<file path="src/spi_capture_params.svh">
`ifndef SPI_CAPTURE_PARAMS_SVH
`define SPI_CAPTURE_PARAMS_SVH

// Converter word width.
`define SPI_WORD_W 16

// Entries in the capture FIFO, a power of two.
`define CAP_FIFO_DEPTH 8

// Idle cycles with cs high before the engine reports done.
`define SPI_GAP_CYCLES 10

`endif

</file>
<file path="src/spi_capture_pkg.sv">
`default_nettype none
`include "spi_capture_params.svh"

package spi_capture_pkg;

    typedef struct packed {
        logic       rw;                      // Set for a register read.
        logic [6:0] addr;
        logic [7:0] data;
    } reg_view_t;

    typedef struct packed {
        logic [3:0]  chan;
        logic [11:0] value;
    } sample_view_t;

    // One chip word, decoded by the rw bit of the command that asked for it.
    typedef union packed {
        reg_view_t    regv;
        sample_view_t samp;
    } chip_word_u;

    typedef struct packed {
        logic                   is_read;
        logic [`SPI_WORD_W-1:0] early;       // Sampled with sclk high.
        logic [`SPI_WORD_W-1:0] late;        // Sampled after sclk falls.
    } cap_entry_t;

endpackage

`default_nettype wire

</file>
<file path="src/capture_fifo.sv">
`default_nettype none
`include "spi_capture_params.svh"

module capture_fifo #(
    parameter int DEPTH = `CAP_FIFO_DEPTH
) (
    input  wire                         clk,
    input  wire                         rst,
    input  wire                         push,
    input  wire spi_capture_pkg::cap_entry_t wr_entry,
    input  wire                         pop,
    output spi_capture_pkg::cap_entry_t rd_entry,
    output logic                        full,
    output logic                        empty
);

    import spi_capture_pkg::*;

    localparam int AW = $clog2(DEPTH);

    cap_entry_t    mem [DEPTH];
    logic [AW-1:0] wr_ptr;
    logic [AW-1:0] rd_ptr;
    logic [AW:0]   count;
    logic          do_push;
    logic          do_pop;

    assign do_push = push && !full;
    assign do_pop  = pop && !empty;

    assign full     = (count == (AW+1)'(DEPTH));
    assign empty    = (count == '0);
    assign rd_entry = mem[rd_ptr];                   // Head shown ahead of pop.

    always_ff @(posedge clk or posedge rst) begin
        if (rst) begin
            wr_ptr <= '0;
            rd_ptr <= '0;
            count  <= '0;
        end else begin
            if (do_push) begin
                wr_ptr <= wr_ptr + 1'b1;
            end
            if (do_pop) begin
                rd_ptr <= rd_ptr + 1'b1;
            end
            case ({do_push, do_pop})
                2'b10:   count <= count + 1'b1;
                2'b01:   count <= count - 1'b1;
                default: ;
            endcase
        end
    end

    always_ff @(posedge clk) begin
        if (do_push) begin
            mem[wr_ptr] <= wr_entry;
        end
    end

endmodule

`default_nettype wire

</file>
<file path="src/frame_scheduler.sv">
`default_nettype none
`include "spi_capture_params.svh"

module frame_scheduler (
    input  wire                             clk,
    input  wire                             rst,
    input  wire                             start,
    input  wire spi_capture_pkg::chip_word_u tx_word_in,
    input  wire                             full,
    input  wire                             fd_prd,
    input  wire [`SPI_WORD_W-1:0]           rx_early,
    input  wire [`SPI_WORD_W-1:0]           rx_late,
    output logic                            fs,
    output logic [`SPI_WORD_W-1:0]          tx_word,
    output logic                            busy,
    output logic                            push,
    output spi_capture_pkg::cap_entry_t     push_entry
);

    import spi_capture_pkg::*;

    localparam logic [1:0] S_IDLE = 2'd0;
    localparam logic [1:0] S_ARM  = 2'd1;
    localparam logic [1:0] S_RUN  = 2'd2;
    localparam logic [1:0] S_PUSH = 2'd3;

    logic [1:0] state;
    logic       accept;
    chip_word_u cmd_q;

    // A full FIFO blocks new frames, so a push always finds room.
    assign busy   = (state != S_IDLE) || full;
    assign accept = start && !busy;
    assign fs     = (state == S_RUN);
    assign push   = (state == S_PUSH);

    assign tx_word    = cmd_q;
    assign push_entry = '{is_read: cmd_q.regv.rw, early: rx_early, late: rx_late};

    always_ff @(posedge clk or posedge rst) begin
        if (rst) begin
            state <= S_IDLE;
        end else begin
            case (state)
                S_IDLE:  if (accept) state <= S_ARM;
                S_ARM:   state <= S_RUN;
                S_RUN:   if (fd_prd) state <= S_PUSH;   // Drops fs.
                default: state <= S_IDLE;
            endcase
        end
    end

    always_ff @(posedge clk) begin
        if (accept) begin
            cmd_q <= tx_word_in;
        end
    end

endmodule

`default_nettype wire

</file>
<file path="src/result_reader.sv">
`default_nettype none
`include "spi_capture_params.svh"

module result_reader (
    input  wire                         clk,
    input  wire                         rst,
    input  wire                         rd,
    input  wire                         empty,
    input  wire spi_capture_pkg::cap_entry_t entry,
    output logic                        pop,
    output logic                        rd_valid,
    output logic                        is_reg,
    output logic [6:0]                  reg_addr,
    output logic [7:0]                  reg_data,
    output logic [3:0]                  sample_chan,
    output logic [11:0]                 sample_value,
    output logic [`SPI_WORD_W-1:0]      rx_late
);

    import spi_capture_pkg::*;

    chip_word_u reply;

    assign pop   = rd && !empty;                     // Reads on empty are dropped.
    assign reply = entry.early;

    always_ff @(posedge clk or posedge rst) begin
        if (rst) begin
            rd_valid <= 1'b0;
            is_reg   <= 1'b0;
        end else begin
            rd_valid <= pop;
            if (pop) begin
                is_reg <= entry.is_read;
            end
        end
    end

    // Only the view chosen by the command is refreshed.
    always_ff @(posedge clk) begin
        if (pop) begin
            rx_late <= entry.late;
            if (entry.is_read) begin
                reg_addr <= reply.regv.addr;
                reg_data <= reply.regv.data;
            end else begin
                sample_chan  <= reply.samp.chan;
                sample_value <= reply.samp.value;
            end
        end
    end

endmodule

`default_nettype wire

</file>
<file path="src/spi_capture_top.sv">
`default_nettype none
`include "spi_capture_params.svh"

module spi_capture_top (
    input  wire                    clk,
    input  wire                    rst,
    input  wire                    start,
    input  wire [`SPI_WORD_W-1:0]  tx_word,
    output logic                   busy,
    input  wire                    miso,
    output logic                   sclk,
    output logic                   mosi,
    output logic                   cs,
    input  wire                    rd,
    output logic                   rd_valid,
    output logic                   is_reg,
    output logic [6:0]             reg_addr,
    output logic [7:0]             reg_data,
    output logic [3:0]             sample_chan,
    output logic [11:0]            sample_value,
    output logic [`SPI_WORD_W-1:0] rx_late
);

    import spi_capture_pkg::*;

    logic                   fs;
    logic                   fd_prd;
    logic [`SPI_WORD_W-1:0] frame_word;
    logic [`SPI_WORD_W-1:0] cap_early;
    logic [`SPI_WORD_W-1:0] cap_late;
    logic                   push;
    logic                   pop;
    logic                   full;
    logic                   empty;
    cap_entry_t             push_entry;
    cap_entry_t             head_entry;

    frame_scheduler u_sched (
        .clk        (clk),
        .rst        (rst),
        .start      (start),
        .tx_word_in (tx_word),
        .full       (full),
        .fd_prd     (fd_prd),
        .rx_early   (cap_early),
        .rx_late    (cap_late),
        .fs         (fs),
        .tx_word    (frame_word),
        .busy       (busy),
        .push       (push),
        .push_entry (push_entry)
    );

    spi_frame_engine u_engine (
        .clk      (clk),
        .rst      (rst),
        .fs       (fs),
        .tx_word  (frame_word),
        .miso     (miso),
        .sclk     (sclk),
        .mosi     (mosi),
        .cs       (cs),
        .fd_spi   (),
        .fd_prd   (fd_prd),
        .rx_early (cap_early),
        .rx_late  (cap_late)
    );

    capture_fifo #(
        .DEPTH (`CAP_FIFO_DEPTH)
    ) u_fifo (
        .clk      (clk),
        .rst      (rst),
        .push     (push),
        .wr_entry (push_entry),
        .pop      (pop),
        .rd_entry (head_entry),
        .full     (full),
        .empty    (empty)
    );

    result_reader u_reader (
        .clk          (clk),
        .rst          (rst),
        .rd           (rd),
        .empty        (empty),
        .entry        (head_entry),
        .pop          (pop),
        .rd_valid     (rd_valid),
        .is_reg       (is_reg),
        .reg_addr     (reg_addr),
        .reg_data     (reg_data),
        .sample_chan  (sample_chan),
        .sample_value (sample_value),
        .rx_late      (rx_late)
    );

endmodule

`default_nettype wire

</file>
<file path="src/spi_frame_engine.sv">
`default_nettype none
`include "spi_capture_params.svh"

module spi_frame_engine (
    input  wire                    clk,
    input  wire                    rst,
    input  wire                    fs,
    input  wire [`SPI_WORD_W-1:0]  tx_word,
    input  wire                    miso,
    output logic                   sclk,
    output logic                   mosi,
    output logic                   cs,
    output logic                   fd_spi,
    output logic                   fd_prd,
    output logic [`SPI_WORD_W-1:0] rx_early,
    output logic [`SPI_WORD_W-1:0] rx_late
);

    localparam logic [2:0] S_WAIT  = 3'd0;
    localparam logic [2:0] S_WORK  = 3'd1;
    localparam logic [2:0] S_SHIFT = 3'd2;
    localparam logic [2:0] S_TAIL  = 3'd3;
    localparam logic [2:0] S_END   = 3'd4;
    localparam logic [2:0] S_GAP   = 3'd5;
    localparam logic [2:0] S_DONE  = 3'd6;

    // Four clk per bit, so sclk runs at clk/4.
    localparam logic [1:0] PH_MOSI = 2'd0;
    localparam logic [1:0] PH_SCLK = 2'd1;
    localparam logic [1:0] PH_HOLD = 2'd2;
    localparam logic [1:0] PH_MISO = 2'd3;

    localparam int BW = $clog2(`SPI_WORD_W);
    localparam int GW = $clog2(`SPI_GAP_CYCLES);
    localparam logic [BW-1:0] LAST_BIT = BW'(`SPI_WORD_W - 1);
    localparam logic [GW-1:0] LAST_GAP = GW'(`SPI_GAP_CYCLES - 1);

    logic [2:0]             state;
    logic [1:0]             phase;
    logic [BW-1:0]          bit_cnt;
    logic [GW-1:0]          gap_cnt;
    logic [`SPI_WORD_W-1:0] early_sr;
    logic [`SPI_WORD_W-1:0] late_sr;

    assign fd_prd = (state == S_DONE);

    // ########################################################################
    // Frame sequencing and pin drive
    // ########################################################################

    always_ff @(posedge clk or posedge rst) begin
        if (rst) begin
            state   <= S_WAIT;
            phase   <= PH_MOSI;
            bit_cnt <= '0;
            gap_cnt <= '0;
            cs      <= 1'b1;
            sclk    <= 1'b0;
            mosi    <= 1'b0;
            fd_spi  <= 1'b0;
        end else begin
            case (state)
                S_WAIT: begin
                    fd_spi <= 1'b0;
                    if (fs) begin
                        state <= S_WORK;
                    end
                end
                S_WORK: begin
                    cs      <= 1'b0;
                    mosi    <= 1'b0;
                    phase   <= PH_MOSI;
                    bit_cnt <= '0;
                    state   <= S_SHIFT;
                end
                S_SHIFT: begin
                    phase <= phase + 2'd1;           // Wraps into the next bit.
                    case (phase)
                        PH_MOSI: mosi <= tx_word[LAST_BIT - bit_cnt];  // MSB first.
                        PH_SCLK: sclk <= 1'b1;
                        PH_MISO: begin
                            sclk <= 1'b0;
                            if (bit_cnt == LAST_BIT) begin
                                state <= S_TAIL;
                            end else begin
                                bit_cnt <= bit_cnt + 1'b1;
                            end
                        end
                        default: ;
                    endcase
                end
                S_TAIL: begin
                    phase <= phase + 2'd1;
                    if (phase == PH_HOLD) begin
                        state <= S_END;
                    end
                end
                S_END: begin
                    cs      <= 1'b1;
                    sclk    <= 1'b0;
                    mosi    <= 1'b0;
                    fd_spi  <= 1'b1;
                    gap_cnt <= '0;
                    state   <= S_GAP;
                end
                S_GAP: begin
                    if (gap_cnt == LAST_GAP) begin
                        state <= S_DONE;
                    end else begin
                        gap_cnt <= gap_cnt + 1'b1;
                    end
                end
                S_DONE: begin
                    fd_spi <= 1'b0;
                    if (!fs) begin
                        state <= S_WAIT;             // Released by the scheduler.
                    end
                end
                default: state <= S_WAIT;
            endcase
        end
    end

    // ########################################################################
    // MISO capture
    // ########################################################################

    // The late word lags one bit slot, so its last bit falls in the tail.
    always_ff @(posedge clk) begin
        case (state)
            S_SHIFT: begin
                if (phase == PH_MISO) begin
                    early_sr <= {early_sr[`SPI_WORD_W-2:0], miso};
                end
                if (phase == PH_SCLK && bit_cnt != '0) begin
                    late_sr <= {late_sr[`SPI_WORD_W-2:0], miso};
                end
            end
            S_TAIL: begin
                if (phase == PH_SCLK) begin
                    late_sr <= {late_sr[`SPI_WORD_W-2:0], miso};
                end
                if (phase == PH_HOLD) begin
                    rx_early <= early_sr;            // End of capture.
                    rx_late  <= late_sr;
                end
            end
            default: ;
        endcase
    end

endmodule

`default_nettype wire
</file>
<file path="config.mk">
export PLATFORM = sky130hd
export DESIGN_NAME = spi_capture_top
export DESIGN_NICKNAME = d
export VERILOG_FILES = /design/src/spi_capture_pkg.sv /design/src/capture_fifo.sv /design/src/frame_scheduler.sv /design/src/result_reader.sv /design/src/spi_capture_top.sv /design/src/spi_frame_engine.sv
export VERILOG_INCLUDE_DIRS = /design/src /design/src/src
export SDC_FILE = /design/constraint.sdc
export NUM_CORES = 1
export LEC_CHECK = 0
export BUFFER_PORTS_ARGS = -buffer_cell sky130_fd_sc_hd__buf_4
export CORE_MARGIN = 2
export CORE_UTILIZATION = 30
export DETAILED_ROUTE_END_ITERATION = 10
export PLACE_DENSITY_LB_ADDON = 0.15
export SYNTH_ARGS = -nofsm -noshare
export SYNTH_HDL_FRONTEND = slang
export SYNTH_SLANG_ARGS = --single-unit
</file>
<file path="constraint.sdc">
create_clock -name clk -period 5.2 [get_ports clk]
set_input_delay 0.52 -clock clk [delete_from_list [all_inputs] [get_ports clk]]
set_output_delay 0.52 -clock clk [all_outputs]
set_load 0.1 [all_outputs]
</file>
==> flow_summary.yaml <==
setup_path:
  crit_path_end: "u_fifo.count[2]"
  worst_ep_arrival_time_ns: 3.35
  required_ns: 5.65
  r2r_setup_slack_ns: 2.30
  r2r-end: "u_fifo.count[2]"
  path_max_fanout: 23
  worstSetupStartpointType: "flop"
  r2r-start: "u_fifo.count[1]"
  crit_path_start: "u_fifo.count[1]"
  ff2ff_path_depth: 10
  endpoint_kind: "flop"
  crit_type: "reg2reg"
timing:
  fmax_ghz: 0.345
  finalHoldViolCount: 0
  tns_ns: 0
  tightest_slew_ns: 1.02
  fin_hold_ws_ns: 0.0393
  period_share_pct: 55.8
  finalClockSkew_ns: 0.0238
  slew_headroom_pct: 32.2
  rsz0062_at_grt: "no"
  finalCriticalPeriod_ns: 2.90
  setup_viol: 0
  slew_violations: 0
detailed_routing:
  first_pass_iters: 7
  drt_wl_total_um: 31200
  ant_nets: 0
  wire_per_inst_um: 20.2
  drtIter0Drc: 499
  vias_per_cell: 4.52
  drcViolationCount: 0
  vias: 6981
finish:
  final_util_pct: 35.7
  nets: 859
  drive_gt1_share_pct: 28.2
  n_antenna_cell: 0
  synthToLayoutAreaGrowth_pct: 18.2
  stdcell_count: 1546
  seqCellArea_um2: 12500
  top_register: "u_fifo.mem"
  fill_cells: 4854
  multi_input_area_um2: 3080
  largest_reg_flops: 264
status:
  status: "complete, no violations"
cts:
  numCtsBuffers: 46
  cts_post_setup_buffers_inserted: 0
  ctsHoldBuffers: 0
  clock-root-buffer: "clkbuf_16"
  h-tree-depth: 2
  clkLatencyLatePin_ns: 0.58
  cts_tree: "built"
  cts_resized: 0
  cts_num_sinks: 421
  cts.path.max_buffers: 3
  clk_pin_slew_worst_paths_ns: 0.06
logic_synthesis:
  syn-mean-instance-area_um2: 22.2
  ys_ff_latch: 421
  ys_types: 54
  async_reset_ff_share_pct: 7.13
  synth_area_um2: 15800
  syn_nets: 749
  synth_enable_flop_cells: 391
  ys_seq_area_share_pct: 79.1
  synth_flop_cell: "edfxtp_1"
  netlist_instances: 711
  ys_warn_count: 0
grt:
  grt_max_degree: 57
  overflow: 0
  grt_pass1_vias: 7335
  grt_first_pass_wirelength_um: 47100
  grt_usage_pct: 11.8
  antenna_found_initial: 0
floorplan:
  floorplan.die_area_um2: 54500
  rows: 84
  core_area_um2: 52300
  fp.dieW_um: 233
  floorplan.initialDensity_pct: 30.2
  io-pin-count: 74
  die_h_um: 233
power:
  leakagePower_nw: 6.23
  p_per_area_nw_per_um2: 519
  peakVddDrop_mv: 0.333
placement:
  portBuffers: 73
  globalplace.congestion: 0.693
  hpwl_um: 16400
  dp_cells: 1461
flow_run:
  drv_cap: 0
hold_path:
  holdCritPathClass: "in2async"
## cells in the final DEF (no fill, tap or decap), drive strengths merged, types with 2 or more instances in the layout
cell | netlist | final
mux4 | 69 | 69
inv | 15 | 15
nand3b | 2 | 2
o21ai | 14 | 14
mux2 | 35 | 35
mux2i | 4 | 4
clkinv | 0 | 23
and2 | 4 | 4
bufinv | 0 | 5
a21oi | 11 | 11
xnor2 | 5 | 5
dfrtp | 29 | 29
o31ai | 2 | 2
nor4b | 2 | 2
clkinvlp | 0 | 3
a211oi | 2 | 2
nand3 | 7 | 7
ha | 17 | 17
or4 | 2 | 2
nor4 | 3 | 3
xor2 | 6 | 6
nand2 | 23 | 23
nand2b | 2 | 2
nor2b | 2 | 2
nor2 | 10 | 10
edfxtp | 391 | 391
buf | 17 | 90
nor3 | 7 | 7
clkbuf | 9 | 54
## layer usage
layer / up-vias / wire, µm / track usage [%]
met5: - / 0 / 0
met4: 0 / 758 / 4.02
met3: 55 / 1050 / 2.26
li1: 3146 / - / -
met2: 109 / 15300 / 19.6
met1: 3671 / 14100 / 15.5
## report_power, final
group          leakage (nW)  switching (mW)  internal (mW)
Clock                 0.724            1.32           1.90
Combinational          1.62            1.55          0.814
Sequential             3.89           0.166           3.94
Total                  6.23            3.03           6.66
## worst min-delay path by stage
stage | start | end | slack [ns] | cells after the start
floorplan | u_engine.early_sr[15] | u_engine.rx_early[15] | 0.40 | 0
global placement | u_engine.early_sr[15] | u_engine.rx_early[15] | 0.42 | 0
detailed placement | u_engine.late_sr[15] | u_engine.rx_late[15] | 0.42 | 0
CTS | rst | u_fifo.count[1] | 0.03 | 3
global route | rst | u_fifo.count[1] | 0.08 | 3
finish | rst | u_reader.is_reg | 0.04 | 3
## metrics by stage
step,setup slack (ns),cell area [µm²],total power [mW]
after floorplan,0.724,15800,6.15
after global placement,2.23,17200,6.61
after detailed placement,2.26,17200,6.61
after CTS,2.24,18700,9.86
after global routing,2.07,18700,10.1
final,2.30,18700,9.69
## critical path: stages, from the launching register on
cell,delay (ns)
dfrtp_1,0.45
or3_1,0.36
o21ai_1,0.36
inv_2,0.37
ha_1,0.38
xor2_1,0.16
ha_1,0.19
a21oi_1,0.14
xor2_1,0.16
nor2_1,0.07
xor2_1,0.14
## cells in the mapped netlist, drive strengths merged, types with 2 or more instances
cell type    instances  share of area, %
edfxtp             391                74
mux4                69                11
mux2                35               2.5
dfrtp               29               4.6
nand2               23              0.56
buf                 17               1.1
ha                  17               1.3
inv                 15              0.36
o21ai               14              0.44
a21oi               11              0.35
nor2                10              0.24
clkbuf               9              0.21
nand3                7              0.22
nor3                 7              0.22
xor2                 6              0.33
xnor2                5              0.28
and2                 4              0.16
mux2i                4              0.25
nor4                 3              0.12
a211oi               2             0.095
dlygate4sd1          2              0.11
nand2b               2             0.079
nand3b               2             0.095
nor2b                2             0.079
nor4b                2              0.11
o31ai                2             0.095
or4                  2             0.095
## logic make-up after synthesis
logic type | synth area share (%)
AO/OA/AOI/OAI | 1.50
XOR/XNOR | 0.610
adder cells (fa/ha/maj) | 1.35
buffers and inverters | 1.75
flip-flops | 79.1
multiplexers | 13.3
AND/OR/NAND/NOR | 2.39
## final cells by class
| cell class | count | share of cell area [%] |
|---|---|---|
| sequential | 421 | 66.9 |
| multi-input combinational | 247 | 16.5 |
| clock buffer | 54 | 6.44 |
| tap | 688 | 4.61 |
| timing repair buffer | 90 | 3.62 |
| clock inverter | 31 | 1.57 |
| inverter | 15 | 0.302 |
Power figures use the tool's default switching activity.
